**src/ddr3_wr_cfg.svh**
```systemverilog
`ifndef DDR3_WR_CFG_SVH
`define DDR3_WR_CFG_SVH

// record word layout, tag sits above the payload
`define DDR3_TAG_W 4
`define DDR3_PAYLOAD_W 128

// memory burst address and the zero bits below it in the byte address
`define DDR3_BADDR_W 23
`define DDR3_ADDR_SHIFT 3

// width of the burst and address counters
`define DDR3_CNT_W 24

// record tag codes
`define TAG_FILL_HDR 4'd1
`define TAG_WFM_HDR 4'd2
`define TAG_CKSM 4'd4

// fields inside a waveform header
`define WFM_ADDR_LSB 29
`define WFM_ADDR_MSB 51
`define WFM_BURSTS_MSB 10

// data-ahead counter of the address throttle
`define THROTTLE_W 5

`endif

```
**src/ddr3_wr_pkg.sv**
```systemverilog
`default_nettype none

`include "ddr3_wr_cfg.svh"

package ddr3_wr_pkg;

    // plain vectors for the widths of the record format
    typedef logic [`DDR3_TAG_W-1:0] tag_t;
    typedef logic [`DDR3_PAYLOAD_W-1:0] payload_t;
    typedef logic [`DDR3_TAG_W+`DDR3_PAYLOAD_W-1:0] fifo_word_t;
    typedef logic [`DDR3_BADDR_W-1:0] burst_addr_t;
    typedef logic [`DDR3_BADDR_W+`DDR3_ADDR_SHIFT-1:0] mem_addr_t;
    typedef logic [`DDR3_CNT_W-1:0] cnt_t;

    // fill-header FIFO entry, total burst count over the header payload
    typedef logic [`DDR3_CNT_W+`DDR3_PAYLOAD_W-1:0] fill_hdr_t;

    // record-level write states
    typedef enum logic [3:0] {
        IDLE, TST_TAG, SYNC_ERR,
        INIT_FILL, WRITE_FILL,
        INIT_WFM, WRITE_WFM,
        INIT_CKSM, WRITE_CKSM,
        WRITE_HDR, DONE
    } wr_state_t;

endpackage

`default_nettype wire

```
**src/wr_record_fsm.sv**
```systemverilog
`timescale 1ns/100ps
`default_nettype none

`include "ddr3_wr_cfg.svh"

module wr_record_fsm (
    input  logic                clk,
    input  logic                reset,
    input  logic                fifo_empty,
    input  ddr3_wr_pkg::tag_t   head_tag,
    input  logic                addr_left_zero,
    input  logic                burst_left_zero,
    input  logic                acq_done,
    output logic                load_fill,
    output logic                load_wfm,
    output logic                load_cksm,
    output logic                write_active,
    output logic                fill_hdr_wr_en,
    output logic                sync_err,
    output logic                wr_done
);

    import ddr3_wr_pkg::*;

    wr_state_t state;
    wr_state_t next_state;

    // acq_done comes from the acquisition clock domain
    logic acq_done_meta;
    logic acq_done_sync;

    // a write state is finished once every burst and every address went out
    logic seg_done;

    assign seg_done = addr_left_zero && burst_left_zero;

    always_ff @(posedge clk) begin
        if (reset) begin
            acq_done_meta <= 1'b0;
            acq_done_sync <= 1'b0;
        end else begin
            acq_done_meta <= acq_done;
            acq_done_sync <= acq_done_meta;
        end
    end

    always_comb begin
        next_state = state;
        case (state)
            // first-word fall-through, a non-empty FIFO has a valid head
            IDLE: begin
                if (!fifo_empty) begin
                    next_state = TST_TAG;
                end
            end
            // the head word has to start a record
            TST_TAG: begin
                case (head_tag)
                    `TAG_FILL_HDR: next_state = INIT_FILL;
                    `TAG_WFM_HDR:  next_state = INIT_WFM;
                    `TAG_CKSM:     next_state = INIT_CKSM;
                    default:       next_state = SYNC_ERR;
                endcase
            end
            // lost sync, only reset gets out of here
            SYNC_ERR:  next_state = SYNC_ERR;
            INIT_FILL: next_state = WRITE_FILL;
            INIT_WFM:  next_state = WRITE_WFM;
            INIT_CKSM: next_state = WRITE_CKSM;
            WRITE_FILL: begin
                if (seg_done) begin
                    next_state = IDLE;
                end
            end
            WRITE_WFM: begin
                if (seg_done) begin
                    next_state = IDLE;
                end
            end
            // checksum closes the fill, header entry follows
            WRITE_CKSM: begin
                if (seg_done) begin
                    next_state = WRITE_HDR;
                end
            end
            WRITE_HDR: next_state = DONE;
            // hold off the next fill until acquisition has finished
            DONE: begin
                if (acq_done_sync) begin
                    next_state = IDLE;
                end
            end
            default: next_state = IDLE;
        endcase
    end

    // outputs are registered from the next state so they line up with it
    always_ff @(posedge clk) begin
        if (reset) begin
            state          <= IDLE;
            load_fill      <= 1'b0;
            load_wfm       <= 1'b0;
            load_cksm      <= 1'b0;
            write_active   <= 1'b0;
            fill_hdr_wr_en <= 1'b0;
            sync_err       <= 1'b0;
            wr_done        <= 1'b0;
        end else begin
            state          <= next_state;
            load_fill      <= (next_state == INIT_FILL);
            load_wfm       <= (next_state == INIT_WFM);
            load_cksm      <= (next_state == INIT_CKSM);
            write_active   <= (next_state == WRITE_FILL) || (next_state == WRITE_WFM) ||
                              (next_state == WRITE_CKSM);
            fill_hdr_wr_en <= (next_state == WRITE_HDR);
            sync_err       <= (next_state == SYNC_ERR);
            wr_done        <= (next_state == DONE);
        end
    end

    // at most one counter load per cycle
    assert property (@(posedge clk) disable iff (reset)
        $onehot0({load_fill, load_wfm, load_cksm}));

    // sync error is sticky until reset
    assert property (@(posedge clk) sync_err && !reset |=> sync_err);

endmodule

`default_nettype wire

```
**src/burst_counters.sv**
```systemverilog
`timescale 1ns/100ps
`default_nettype none

`include "ddr3_wr_cfg.svh"

module burst_counters (
    input  logic                clk,
    input  logic                reset,
    input  logic                load_fill,
    input  logic                load_wfm,
    input  logic                load_cksm,
    input  ddr3_wr_pkg::cnt_t   head_bursts,
    input  logic                addr_accept,
    input  logic                data_accept,
    output logic                addr_left_zero,
    output logic                burst_left_zero,
    output logic                addr_allow,
    output ddr3_wr_pkg::cnt_t   total_bursts
);

    import ddr3_wr_pkg::*;

    // addresses and bursts still owed for the current record
    cnt_t addr_left;
    cnt_t burst_left;

    // accepted data bursts still waiting for their address
    logic [`THROTTLE_W-1:0] data_ahead;

    // fill header and checksum are single bursts
    logic load_single;

    // waveform header burst plus its data bursts
    cnt_t wfm_bursts;

    assign load_single = load_fill || load_cksm;
    assign wfm_bursts  = head_bursts + 1'b1;

    always_ff @(posedge clk) begin
        if (reset) begin
            addr_left <= '0;
        end else if (load_single) begin
            addr_left <= cnt_t'(1);
        end else if (load_wfm) begin
            addr_left <= wfm_bursts;
        end else if (addr_accept) begin
            addr_left <= addr_left - 1'b1;
        end
    end

    always_ff @(posedge clk) begin
        if (reset) begin
            burst_left <= '0;
        end else if (load_single) begin
            burst_left <= cnt_t'(1);
        end else if (load_wfm) begin
            burst_left <= wfm_bursts;
        end else if (data_accept) begin
            burst_left <= burst_left - 1'b1;
        end
    end

    assign addr_left_zero  = (addr_left == '0);
    assign burst_left_zero = (burst_left == '0);

    // every accepted address of the fill counts, headers and checksum included
    always_ff @(posedge clk) begin
        if (reset) begin
            total_bursts <= '0;
        end else if (load_fill) begin
            total_bursts <= '0;
        end else if (addr_accept) begin
            total_bursts <= total_bursts + 1'b1;
        end
    end

    // data accepts minus address accepts, unchanged when both happen together
    always_ff @(posedge clk) begin
        if (reset) begin
            data_ahead <= '0;
        end else if (data_accept && !addr_accept) begin
            data_ahead <= data_ahead + 1'b1;
        end else if (addr_accept && !data_accept) begin
            data_ahead <= data_ahead - 1'b1;
        end
    end

    // an address may only be offered once its data is in
    assign addr_allow = (data_ahead != '0);

    assert property (@(posedge clk) disable iff (reset) addr_accept |-> !addr_left_zero);

    assert property (@(posedge clk) disable iff (reset) data_accept |-> !burst_left_zero);

    // an address accept without data needs earlier data waiting
    assert property (@(posedge clk) disable iff (reset)
        addr_accept && !data_accept |-> data_ahead != '0);

endmodule

`default_nettype wire

```
**src/record_datapath.sv**
```systemverilog
`timescale 1ns/100ps
`default_nettype none

`include "ddr3_wr_cfg.svh"

module record_datapath (
    input  logic                    clk,
    input  logic                    reset,
    input  ddr3_wr_pkg::fifo_word_t fifo_dat,
    input  logic                    fifo_empty,
    input  logic                    load_fill,
    input  logic                    load_wfm,
    input  logic                    write_active,
    input  logic                    addr_left_zero,
    input  logic                    burst_left_zero,
    input  logic                    addr_allow,
    input  ddr3_wr_pkg::cnt_t       total_bursts,
    input  logic                    app_wdf_rdy,
    input  logic                    wr_app_rdy,
    output logic                    app_wdf_wren,
    output logic                    wr_app_en,
    output logic                    fifo_rd_en,
    output logic                    addr_accept,
    output logic                    data_accept,
    output ddr3_wr_pkg::mem_addr_t  wr_addr,
    output ddr3_wr_pkg::fill_hdr_t  fill_hdr_dat
);

    import ddr3_wr_pkg::*;

    burst_addr_t addr_gen;
    payload_t    hdr_payload;
    cnt_t        hdr_count;

    // high through a fill or waveform segment, low in a checksum segment
    logic hdr_seg;

    // last write cycle of a segment, all bursts and addresses accepted
    logic seg_done;

    assign seg_done = write_active && addr_left_zero && burst_left_zero;

    // fill starts at zero, waveform at its header address, checksum runs on
    always_ff @(posedge clk) begin
        if (reset) begin
            addr_gen <= '0;
        end else if (load_fill) begin
            addr_gen <= '0;
        end else if (load_wfm) begin
            addr_gen <= fifo_dat[`WFM_ADDR_MSB:`WFM_ADDR_LSB];
        end else if (addr_accept) begin
            addr_gen <= addr_gen + 1'b1;
        end
    end

    assign wr_addr = {addr_gen, {`DDR3_ADDR_SHIFT{1'b0}}};

    // checksum load never reaches here, so it is the segment without a header load
    always_ff @(posedge clk) begin
        if (reset) begin
            hdr_seg <= 1'b0;
        end else if (load_fill || load_wfm) begin
            hdr_seg <= 1'b1;
        end else if (seg_done) begin
            hdr_seg <= 1'b0;
        end
    end

    // header payload without its tag, taken while it is still the FIFO head
    always_ff @(posedge clk) begin
        if (load_fill) begin
            hdr_payload <= fifo_dat[`DDR3_PAYLOAD_W-1:0];
        end
    end

    // total is final once the checksum address has gone out
    always_ff @(posedge clk) begin
        if (seg_done && !hdr_seg) begin
            hdr_count <= total_bursts;
        end
    end

    assign fill_hdr_dat = {hdr_count, hdr_payload};

    // data request needs a head word and bursts left in the segment
    assign app_wdf_wren = write_active && !fifo_empty && !burst_left_zero;

    // address request waits for its data to be accepted first
    assign wr_app_en = write_active && addr_allow && !addr_left_zero;

    assign data_accept = app_wdf_wren && app_wdf_rdy;
    assign addr_accept = wr_app_en && wr_app_rdy;

    // memory took the head word, bring up the next one
    assign fifo_rd_en = data_accept;

    assert property (@(posedge clk) disable iff (reset) wr_app_en |-> addr_allow);

    // a stalled address request keeps its address until the memory takes it
    assert property (@(posedge clk) disable iff (reset)
        wr_app_en && !wr_app_rdy |=> wr_app_en && $stable(wr_addr));

endmodule

`default_nettype wire

```
**src/ddr3_wr_control.sv**
```systemverilog
`timescale 1ns/100ps
`default_nettype none

`include "ddr3_wr_cfg.svh"

module ddr3_wr_control (
    input  logic                    clk,
    input  logic                    reset,
    input  ddr3_wr_pkg::fifo_word_t fifo_dat,
    input  logic                    fifo_empty,
    output logic                    fifo_rd_en,
    output logic                    app_wdf_wren,
    input  logic                    app_wdf_rdy,
    output ddr3_wr_pkg::mem_addr_t  wr_addr,
    output logic                    wr_app_en,
    input  logic                    wr_app_rdy,
    output ddr3_wr_pkg::fill_hdr_t  fill_hdr_dat,
    output logic                    fill_hdr_wr_en,
    output logic                    sync_err,
    output logic                    wr_done,
    input  logic                    acq_done
);

    import ddr3_wr_pkg::*;

    // fields of the FIFO head word
    tag_t head_tag;
    cnt_t head_bursts;

    // strobes and level from the state machine
    logic load_fill;
    logic load_wfm;
    logic load_cksm;
    logic write_active;

    // counter status
    logic addr_left_zero;
    logic burst_left_zero;
    logic addr_allow;
    cnt_t total_bursts;

    // handshake events
    logic addr_accept;
    logic data_accept;

    assign head_tag = fifo_dat[`DDR3_TAG_W+`DDR3_PAYLOAD_W-1:`DDR3_PAYLOAD_W];

    // burst count of a waveform header, zero extended to counter width
    assign head_bursts = cnt_t'(fifo_dat[`WFM_BURSTS_MSB:0]);

    wr_record_fsm i_wr_record_fsm (
        .clk(clk), .reset(reset),
        .fifo_empty(fifo_empty), .head_tag(head_tag),
        .addr_left_zero(addr_left_zero), .burst_left_zero(burst_left_zero),
        .acq_done(acq_done),
        .load_fill(load_fill), .load_wfm(load_wfm), .load_cksm(load_cksm),
        .write_active(write_active), .fill_hdr_wr_en(fill_hdr_wr_en),
        .sync_err(sync_err), .wr_done(wr_done)
    );

    burst_counters i_burst_counters (
        .clk(clk), .reset(reset),
        .load_fill(load_fill), .load_wfm(load_wfm), .load_cksm(load_cksm),
        .head_bursts(head_bursts),
        .addr_accept(addr_accept), .data_accept(data_accept),
        .addr_left_zero(addr_left_zero), .burst_left_zero(burst_left_zero),
        .addr_allow(addr_allow), .total_bursts(total_bursts)
    );

    record_datapath i_record_datapath (
        .clk(clk), .reset(reset),
        .fifo_dat(fifo_dat), .fifo_empty(fifo_empty),
        .load_fill(load_fill), .load_wfm(load_wfm), .write_active(write_active),
        .addr_left_zero(addr_left_zero), .burst_left_zero(burst_left_zero),
        .addr_allow(addr_allow), .total_bursts(total_bursts),
        .app_wdf_rdy(app_wdf_rdy), .wr_app_rdy(wr_app_rdy),
        .app_wdf_wren(app_wdf_wren), .wr_app_en(wr_app_en), .fifo_rd_en(fifo_rd_en),
        .addr_accept(addr_accept), .data_accept(data_accept),
        .wr_addr(wr_addr), .fill_hdr_dat(fill_hdr_dat)
    );

endmodule

`default_nettype wire

```
**config.mk**
```make
export PLATFORM = sky130hd
export DESIGN_NAME = ddr3_wr_control
export DESIGN_NICKNAME = d
export VERILOG_FILES = /design/src/ddr3_wr_pkg.sv /design/src/wr_record_fsm.sv /design/src/burst_counters.sv /design/src/record_datapath.sv /design/src/ddr3_wr_control.sv
export VERILOG_INCLUDE_DIRS = /design/src /design/src/src
export SDC_FILE = /design/constraint.sdc
export NUM_CORES = 1
export LEC_CHECK = 0
export ABC_AREA = 0
export BUFFER_PORTS_ARGS = -buffer_cell sky130_fd_sc_hd__buf_2
export CORE_MARGIN = 2
export CORE_UTILIZATION = 30
export CTS_CLUSTER_DIAMETER = 100
export DETAILED_ROUTE_END_ITERATION = 6
export MAX_ROUTING_LAYER = met4
export SYNTH_ARGS = -nofsm -noshare
export SYNTH_HDL_FRONTEND = slang
export SYNTH_SLANG_ARGS = --single-unit
```
**constraint.sdc**
```tcl
create_clock -name clk -period 6.59 [get_ports clk]
set_clock_uncertainty 0.2 [all_clocks]
set_input_delay 0.659 -clock clk [delete_from_list [all_inputs] [get_ports clk]]
set_output_delay 0.659 -clock clk [all_outputs]
set_load 0.05 [all_outputs]
```
==> results of run 1 <==
## power by group through the flow
stage | logic, mW | clock network (mW) | registers (mW)
after floorplan | 0.106 | 0 | 1.95
after global placement | 0.306 | 0 | 1.85
after detailed placement | 0.309 | 0 | 1.85
after CTS | 0.310 | 1.61 | 1.82
after global routing | 0.331 | 1.68 | 1.82
final | 0.308 | 1.56 | 1.82
## worst max-delay path: cells and delay by family (launching register included)
family | cells | cell delay [ns]
AND/OR/NAND/NOR | 3 | 1.39
AO/OA/AOI/OAI | 4 | 1.00
buffers and inverters | 2 | 0.93
adder cells (fa/ha/maj) | 2 | 0.75
flip-flops | 1 | 0.36
XOR/XNOR | 1 | 0.09
## through the flow
step / util [%] / instances
floorplan: - / 921
global placement: 36.2 / 1659
detailed placement: 36.2 / 1659
CTS: 38.8 / 1710
global route: 38.8 / 1710
finish: 38.8 / 1710
## path summary, 6_finish.rpt
check	start	to	slack (ns)	cells after the start
max reg2reg	i_burst_counters.addr_left[16]	i_burst_counters.data_ahead[4]	1.78	12
min reg2reg	i_wr_record_fsm.acq_done_meta	i_wr_record_fsm.acq_done_sync	0.23	1
min	fifo_dat[114]	i_record_datapath.hdr_payload[114]	0.08	1
max	i_burst_counters.addr_left[16]	i_burst_counters.data_ahead[4]	1.78	12
## state kept, by name, summed over array words and instances, names as in the netlist, 4 cells and up
signal                         count
i_burst_counters.burst_left       24
i_record_datapath.addr_gen        23
i_record_datapath.hdr_count       24
i_burst_counters.addr_left        24
i_record_datapath.hdr_payload    128
i_wr_record_fsm.state              4
i_burst_counters.data_ahead        5
i_burst_counters.total_bursts     24
## logic make-up (layout without fill, tap and decap cells)
logic type	after synthesis	count (layout)	share of synthesized area [%]
AOI/OAI and AO/OA	235	235	14.0
and+or+nand+nor	294	294	15.4
muxes	5	5	0.463
adders and majority gates	10	10	1.23
buffers and inverters	77	405	3.00
other	1	3	0.0347
DFF	266	266	63.3
xor gates and xnor gates	31	31	2.51
## layout make-up
| cell class | instances | area (um2) | share of cell area, % |
|---|---|---|---|
| multi-input cells | 578 | 3670 | 26.7 |
| well taps | 461 | 577 | 4.19 |
| clock inverters | 11 | 101 | 0.736 |
| clock buffers | 40 | 807 | 5.86 |
| inverters | 28 | 105 | 0.764 |
| flip-flops and latches | 266 | 6850 | 49.8 |
| repair buffers | 326 | 1650 | 12.0 |
## cells in the mapped netlist, types with 3 or more instances
cell type / number / area share, %
edfxtp_1: 152 / 42
dfxtp_1: 114 / 21
o21ai_0: 60 / 2.8
a21oi_1: 58 / 2.7
nor2_1: 44 / 1.5
nand2_1: 42 / 1.5
or3_1: 39 / 2.3
clkbuf_1: 37 / 1.3
or4_1: 37 / 2.6
nand3_1: 30 / 1.4
o31ai_1: 30 / 2.1
inv_1: 28 / 0.97
a31oi_1: 25 / 1.4
nor3_1: 20 / 0.93
nand4_1: 19 / 1.1
xor2_1: 18 / 1.5
nor4_1: 17 / 0.98
o211ai_1: 14 / 0.97
xnor2_1: 13 / 1.1
ha_1: 9 / 1.0
nor3b_1: 7 / 0.49
or2_2: 7 / 0.41
a211oi_1: 6 / 0.42
and3_1: 5 / 0.29
and4_1: 5 / 0.41
mux2i_1: 5 / 0.46
o2111ai_1: 5 / 0.41
a2111oi_0: 4 / 0.32
a311oi_1: 4 / 0.32
buf_2: 4 / 0.19
buf_4: 4 / 0.28
nor4b_1: 4 / 0.32
o311ai_1: 4 / 0.32
a311o_1: 3 / 0.28
a31o_2: 3 / 0.24
and2_1: 3 / 0.17
nand3b_1: 3 / 0.21
nor2b_1: 3 / 0.17
## metal layers
metal | global-route usage (%) | vias up
li1 | - | 4180
met3 | 3.30 | 62
met1 | 18.3 | 4127
met2 | 27.8 | 265
met4 | 5.37 | 0
met5 | - | -
==> results.sh, run 1 <==
export IMPL_report_final_slew_viol_count=0
export IMPL_async_reset_ff_share_pct=0
export IMPL_finalCriticalPeriod_ns=4.81
export IMPL_slew_headroom_pct=21.2
export IMPL_grt_pass1_vias=8195
export IMPL_start_util_pct=30.5
export IMPL_first_iter_violations=515
export IMPL_crit_arrival_ns=5.08
export IMPL_finalCritPeriodShare_pct=72.9
export IMPL_synthCells=919
export IMPL_met1_length_um=12400
export IMPL_crit_path_end_kind="register"
export IMPL_mostFrequentLayoutCells="buf_2, edfxtp_1, dfxtp_1, o21ai_0, a21oi_1"
export IMPL_p_switching_uw=884
export IMPL_cap_violations=0
export IMPL_final_setup_tns_ns=0
export IMPL_finalInstanceArea_um2=13800
export IMPL_critPathMaxFanout=30
export IMPL_final_common_cell="buf_2"
export IMPL_highest_layer="met4"
export IMPL_grt_pass1_wl_um=46600
export IMPL_clockBufferDepth=3
export IMPL_ys_types=66
export IMPL_die_w_um=194
export IMPL_wl_met2_um=15300
export IMPL_rsz0062_at_grt="false"
export IMPL_cts_root_buf="clkbuf_16"
export IMPL_ys_flop_type="edfxtp_1"
export IMPL_cpPeakStageDelay_ns=0.82
export IMPL_htree_levels=1
export IMPL_io_pins=322
export IMPL_clkSinkCount=266
export IMPL_seqPwrFrac_pct=49.3
export IMPL_fmax_ghz=0.208
export IMPL_fp_dieArea_um2=37600
export IMPL_final_antenna_net_count=0
export IMPL_report_final_hold_viol_count=0
export IMPL_ys_seq_area_share_pct=63.3
export IMPL_clk_latency_ns=0.55
export IMPL_clkSlewWorstSetupHoldPaths_ns=0.07
export IMPL_core_um2=35500
export IMPL_viasPerCell=5.05
export IMPL_track_usage_pct=16.0
export IMPL_critPathLaunchType="register"
export IMPL_synth_edff_count=152
export IMPL_wl_per_cell_um=17.8
export IMPL_hold_ws_ns=0.0845
export IMPL_wl_um=30500
export IMPL_tightestPinTransition_ns=1.16
export IMPL_hold_class="input port to register"
export IMPL_powerDensity_nw_per_um2=268
export IMPL_cts_hold_buf=0
export IMPL_cp_slowest_cell="inv_1"
export IMPL_layout_area_overhead_vs_synth_pct=27.3
export IMPL_ys_ff_latch=266
export IMPL_nFillCells=3457
export IMPL_p_int_mw=2.80
export IMPL_cts_made_buffers=29
export IMPL_pre_cts_ws_ns=1.77
export IMPL_p_sw_share_pct=24.0
export IMPL_netlist_area_um2=10800
export IMPL_met3WireLength_um=1920
export IMPL_crit_required_ns=6.86
export IMPL_overflow=0
export IMPL_tritoncts="yes"
export IMPL_num_nets_final=1377
export IMPL_drc=0
export IMPL_leakage_nw=5.26
export IMPL_report_final_setup_viol=0
export IMPL_antenna_found_initial=0
export IMPL_power_mw=3.69
export IMPL_die_y_um=194
export IMPL_firstDrtPassIters=5
export IMPL_worstSetupPathType="register to register"
export IMPL_yosys_warnings=0
export IMPL_cts_resized=0
export IMPL_power_frac_clock_pct=42.3
export IMPL_fin_ws_ns=1.78
export IMPL_p_comb_share_pct=8.4
export IMPL_peakVddDrop_v=0.000181
export IMPL_io_buffers=318
export IMPL_gp_congestion=0.818
export IMPL_diodes=0
export IMPL_row_count=69
export IMPL_crit_chain="or4_1 -> nor2b_1 -> a31oi_2 -> inv_1 -> ha_1 -> inv_1 -> fa_1 -> a21o_1 -> a21oi_1 -> xnor2_1 -> or3_1 -> a21oi_1"
export IMPL_via_count=8634
export IMPL_post_cts_buffers=0
export IMPL_placed_cell_area_um2=12900
export IMPL_avgSynthCellArea_um2=11.8
export IMPL_drive_gt1_share_pct=31.3
export IMPL_hpwlAfterDp_um=22100
export IMPL_outcome="finished clean"
export IMPL_grt_max_degree=70
Power figures use the tool's default switching activity.
==> inputs of run 2 (changes only) <==
Clock period 6.59 ns to 4.7 ns, I/O delays scaled along.
==> run 2 against run 1 <==
Effect of this change:
- via count increased by 6.9%
- largest power group unchanged
- register-to-register slack got worse by 1.2 ns
- clock power increased by 55%
- highest routed layer unchanged
- combinational power increased by 71%
- largest cell class unchanged
- non-clock buffer count increased by 134
- wire length increased by 7.3%
- worst hold slack improved by 0.092 ns
- critical endpoint unchanged
- global-route usage increased by 1.3 points
- fmax increased by 16%
- die area unchanged
==> results.sh, run 2 (synthesis gave the netlist of run 1 again) <==
export IMPL_outcome="finished clean"
export IMPL_power_mw=5.49
export IMPL_report_final_slew_viol_count=0
export IMPL_layout_area_overhead_vs_synth_pct=40.8
export IMPL_hold_class="input port to register"
export IMPL_crit_path_end_kind="register"
export IMPL_final_setup_tns_ns=0
export IMPL_place_inst=1664
export IMPL_cts_resized=0
export IMPL_clkSinkCount=266
export IMPL_leakage_nw=5.89
export IMPL_wl_per_cell_um=17.7
export IMPL_die_w_um=194
export IMPL_viasPerCell=4.99
export IMPL_post_cts_buffers=0
export IMPL_critPathMaxFanout=17
export IMPL_grt_pass1_vias=8981
export IMPL_min_to="i_burst_counters.data_ahead[0]"
export IMPL_start_util_pct=30.5
export IMPL_cts_made_buffers=31
export IMPL_via_count=9233
export IMPL_fmax_ghz=0.241
export IMPL_firstDrtPassIters=5
export IMPL_powerDensity_nw_per_um2=361
export IMPL_track_usage_pct=17.2
export IMPL_hpwlAfterDp_um=22800
export IMPL_overflow=0
export IMPL_htree_levels=1
export IMPL_critPathLaunchType="register"
export IMPL_crit_reg2reg_launch="i_burst_counters.addr_left[0]"
export IMPL_gp_congestion=0.854
export IMPL_drc=0
export IMPL_tritoncts="yes"
export IMPL_worstSetupPathType="register to register"
export IMPL_critPathLaunch="i_burst_counters.addr_left[0]"
export IMPL_grt_pass1_wl_um=50500
export IMPL_crit_required_ns=4.98
export IMPL_hold_depth=2
export IMPL_report_final_setup_viol=0
export IMPL_report_final_hold_viol_count=0
export IMPL_r2r_end="i_burst_counters.data_ahead[4]"
export IMPL_slew_headroom_pct=23.8
export IMPL_finalCritPeriodShare_pct=88.4
export IMPL_wl_um=32700
export IMPL_clk_latency_ns=0.55
export IMPL_first_iter_violations=576
export IMPL_tightestPinTransition_ns=1.12
export IMPL_rsz0062_at_grt="false"
export IMPL_core_um2=35500
export IMPL_io_buffers=318
export IMPL_io_pins=322
export IMPL_row_count=69
export IMPL_fp_dieArea_um2=37600
export IMPL_r2r_setup_slack_ns=0.54
export IMPL_drive_gt1_share_pct=29.3
export IMPL_clkSlewWorstSetupHoldPaths_ns=0.06
export IMPL_cts_hold_buf=129
export IMPL_cts_root_buf="clkbuf_16"
export IMPL_diodes=0
export IMPL_top_register="i_record_datapath.hdr_payload"
export IMPL_peakVddDrop_v=0.000252
export IMPL_die_y_um=194
export IMPL_largest_register_ffs=128
export IMPL_rr_worst_depth=15
export IMPL_final_common_cell="buf_2"
export IMPL_clockBufferDepth=3
export IMPL_num_nets_final=1513
export IMPL_final_antenna_net_count=0
export IMPL_antenna_found_initial=0
export IMPL_min_from="reset"
export IMPL_crit_arrival_ns=4.43
export IMPL_cap_violations=0
export IMPL_fin_cells=1849
export IMPL_finalCriticalPeriod_ns=4.16
export IMPL_mostFrequentLayoutCells="buf_2, edfxtp_1, dlygate4sd3_1, dfxtp_1, o21ai_0"
export IMPL_grt_max_degree=73
==> run 2: cell count changes in the layout (fill, tap and decap cells not counted), moves of 2 or more <==
cell and delta:
clkbuf_8 -2, bufinv_16 +2, dlygate4sd3_1 +129, clkbuf_1 -3, clkbuf_16 +2, clkinv_1 -2
clkinv_2 +4, buf_4 +5
==> run 2: worst max-delay path, cell delays in order, from the launching register on <==
cell and delay (ns):
dfxtp_1 0.36, inv_1 0.08, ha_1 0.26, nor3b_1 0.17, and2_1 0.15, buf_4 0.17
a31oi_2 0.86, inv_1 0.23, ha_1 0.29, inv_1 0.14, ha_1 0.29, a21o_1 0.19
a21oi_1 0.17, xnor2_1 0.09, or3_1 0.31, a21oi_1 0.14
==> run 2: stage by stage <==
stage | setup slack (ns) | util (%) | hold slack (ns) | instance area, um2
global placement | 0.682 | 36.4 | 0.218 | 12900
CTS | 0.574 | 42.9 | 0.159 | 15200
floorplan | 0.588 | - | 0.214 | 10800
detailed placement | 0.574 | 36.4 | 0.223 | 12900
finish | 0.544 | 42.9 | 0.177 | 15200
global route | 0.234 | 42.9 | 0.184 | 15200
==> run 2: final cells by class <==
type                       count  area, um2
clock inverter                19        210
multi-input combinational    578       3680
sequential                   266       6850
inverter                      28        105
tap                          461        577
fill                        3294      20300
timing repair buffer         460       2980
clock buffer                  37        818
==> run 2: how the worst max path moves through the flow <==
stage	endpoint	slack [ns]
finish	i_burst_counters.data_ahead[4]	0.54
global route	i_burst_counters.data_ahead[4]	0.23
CTS	i_burst_counters.data_ahead[4]	0.57
detailed placement	i_burst_counters.data_ahead[4]	0.57
global placement	i_burst_counters.data_ahead[4]	0.68
floorplan	i_record_datapath.hdr_count[0]	0.59
==> run 2: layer usage <==
layer	vias up	wire, um	part of all wire [%]	global-route usage (%)
met2	310	16700	51	30.4
met5	-	0	0	-
li1	4456	-	-	-
met1	4404	13100	40	20.1
met3	63	2060	6.3	3.01
met4	0	827	2.5	5.06
==> run 2: where the power goes <==
group          internal, mW  switching [mW]
clock                  1.46           0.958
sequential             2.52          0.0347
combinational         0.191           0.336
==> inputs of run 3 (changes only) <==
--- a/config.mk
+++ b/config.mk
@@ -14,4 +14,5 @@
 export DETAILED_ROUTE_END_ITERATION = 6
 export MAX_ROUTING_LAYER = met4
+export SETUP_SLACK_MARGIN = 0.4
 export SYNTH_ARGS = -nofsm -noshare
 export SYNTH_HDL_FRONTEND = slang
==> constraint.sdc (replaced) <==
create_clock -name clk -period 4.7 [get_ports clk]
set_clock_uncertainty 0.2 [all_clocks]
set_input_delay 0.94 -clock clk [delete_from_list [all_inputs] [get_ports clk]]
set_output_delay 0.94 -clock clk [all_outputs]
set_load 0.05 [all_outputs]
==> run 3 against run 2 <==
Effect of this change:
- critical path depth decreased by 8
- fmax rose by 1.3%
- clock-buffer cell count stayed put
- power decreased by 2.0%
- via count shrank 3.8%
==> results.sh, run 3 (synthesis gave the netlist of run 1 again) <==
export IMPL_outcome="finished clean"
export IMPL_hpwlAfterDp_um=22900
export IMPL_io_buffers=318
export IMPL_drc=0
export IMPL_start_util_pct=30.5
export IMPL_viasPerCell=5.16
export IMPL_nFillCells=3378
export IMPL_fp_dieArea_um2=37600
export IMPL_crit_arrival_ns=2.96
export IMPL_first_iter_violations=660
export IMPL_gp_congestion=0.859
export IMPL_report_final_hold_viol_count=0
export IMPL_hold_class="register to register"
export IMPL_fin_cells=1722
export IMPL_seq_area_um2=6850
export IMPL_leakage_nw=5.35
export IMPL_clockBufferDepth=3
export IMPL_p_sw_share_pct=24.5
export IMPL_layout_area_overhead_vs_synth_pct=28.9
export IMPL_p_switching_mw=1.32
export IMPL_cp_slowest_cell="or4_4"
export IMPL_cts_root_buf="clkbuf_16"
export IMPL_antenna_found_initial=0
export IMPL_diodes=0
export IMPL_p_int_mw=4.07
export IMPL_via_count=8882
export IMPL_clk_latency_ns=0.58
export IMPL_final_antenna_net_count=0
export IMPL_fmax_ghz=0.244
export IMPL_cpMostUsedCell="inv_1"
export IMPL_final_common_cell="buf_2"
export IMPL_tightestPinTransition_ns=1.13
export IMPL_top_register="i_record_datapath.hdr_payload"
export IMPL_crit_chain="inv_1 -> ha_1 -> or4b_4 -> or4_4 -> o21ai_4 -> inv_1 -> buf_2"
export IMPL_wl_per_cell_um=18.3
export IMPL_finalCriticalPeriod_ns=4.10
export IMPL_critPathLaunchType="register"
export IMPL_report_final_slew_viol_count=0
export IMPL_overflow=0
export IMPL_critPathMaxFanout=10
export IMPL_place_inst=1665
export IMPL_clkSlewWorstSetupHoldPaths_ns=0.06
export IMPL_grt_pass1_wl_um=48000
export IMPL_multi_input_area_um2=3680
export IMPL_p_comb_share_pct=8.1
export IMPL_wl_um=31500
export IMPL_cts_made_buffers=31
export IMPL_drive_gt1_share_pct=31.7
export IMPL_io_pins=322
export IMPL_crit_required_ns=3.56
export IMPL_cap_violations=0
export IMPL_row_count=69
export IMPL_die_y_um=194
export IMPL_finalCritPeriodShare_pct=87.3
export IMPL_largest_register_ffs=128
export IMPL_seqPwrFrac_pct=47.3
export IMPL_grt_max_degree=72
export IMPL_slew_headroom_pct=23.2
export IMPL_tritoncts="yes"
export IMPL_clkSinkCount=266
export IMPL_powerDensity_nw_per_um2=387
export IMPL_final_setup_tns_ns=0
export IMPL_core_um2=35500
export IMPL_report_final_setup_viol=0
export IMPL_peakVddDrop_v=0.000330
export IMPL_power_frac_clock_pct=44.6
export IMPL_firstDrtPassIters=7
export IMPL_crit_path_end_kind="output port"
export IMPL_die_w_um=194
export IMPL_rsz0062_at_grt="false"
export IMPL_num_nets_final=1385
export IMPL_track_usage_pct=16.5
export IMPL_htree_levels=1
export IMPL_power_mw=5.39
export IMPL_worstSetupPathType="register to output port"
export IMPL_cts_hold_buf=0
export IMPL_mostFrequentLayoutCells="buf_2, edfxtp_1, dfxtp_1, o21ai_0, a21oi_1"
export IMPL_cpPeakStageDelay_ns=0.64
export IMPL_grt_pass1_vias=8309
run 3: timing repair:
| action | CTS | global route |
|---|---|---|
| gates resized for setup | 0 | 1 |
| endpoints found under the setup margin | 0 | 2 |
| buffers inserted | 0 | 0 |
run 3: power by group through the flow:
stage                     clock (mW)  combinational [mW]  sequential, mW
final                           2.40               0.436            2.55
after global placement             0               0.433            2.60
after CTS                       2.47               0.438            2.55
after global routing            2.58               0.467            2.55
after floorplan                    0               0.149            2.73
after detailed placement           0               0.437            2.60
run 3: final cells by class:
| type | instances | area share, % |
|---|---|---|
| clock buffers | 37 | 5.73 |
| clock inverters | 20 | 1.55 |
| well taps | 461 | 4.14 |
| flip-flops and latches | 266 | 49.2 |
| inverters | 28 | 0.755 |
| multi-input cells | 578 | 26.5 |
| repair buffers | 332 | 12.2 |
run 3: per-layer routing:
metal  global-route usage (%)  part of all wire [%]  wire [um]
met5                        -                     0          0
met1                     19.0                    39      12400
met2                     28.5                    50      15800
met3                     3.69                   7.7       2410
met4                     5.34                   3.1        987
run 3: worst max-delay path, delay by kind of cell, from the launching register on:
family	cells	cell delay (ns)
adder cells (fa/ha/maj)	1	0.21
flip-flops	1	0.32
buffers and inverters	3	0.41
AND/OR/NAND/NOR	2	1.16
AO/OA/AOI/OAI	1	0.30
run 3: per-stage QoR:
step / hold WS (ns) / instance area (um2) / util, % / worst slack, ns
after floorplan: 0.214 / 10800 / - / 0.588
after detailed placement: 0.229 / 12900 / 36.4 / 0.640
after CTS: 0.244 / 13900 / 39.2 / 0.491
after global routing: 0.263 / 13900 / 39.3 / 0.443
after global placement: 0.219 / 12900 / 36.4 / 0.709
final: 0.242 / 13900 / 39.3 / 0.596
run 3: worst paths after layout:
check,start,endpoint,slack (ns),cells after the start
setup / recovery,i_burst_counters.burst_left[0],fifo_rd_en,0.60,7
hold / removal,i_wr_record_fsm.acq_done_meta,i_wr_record_fsm.acq_done_sync,0.24,1
setup reg to reg,i_burst_counters.burst_left[0],i_burst_counters.data_ahead[4],0.70,14
hold reg to reg,i_wr_record_fsm.acq_done_meta,i_wr_record_fsm.acq_done_sync,0.24,1
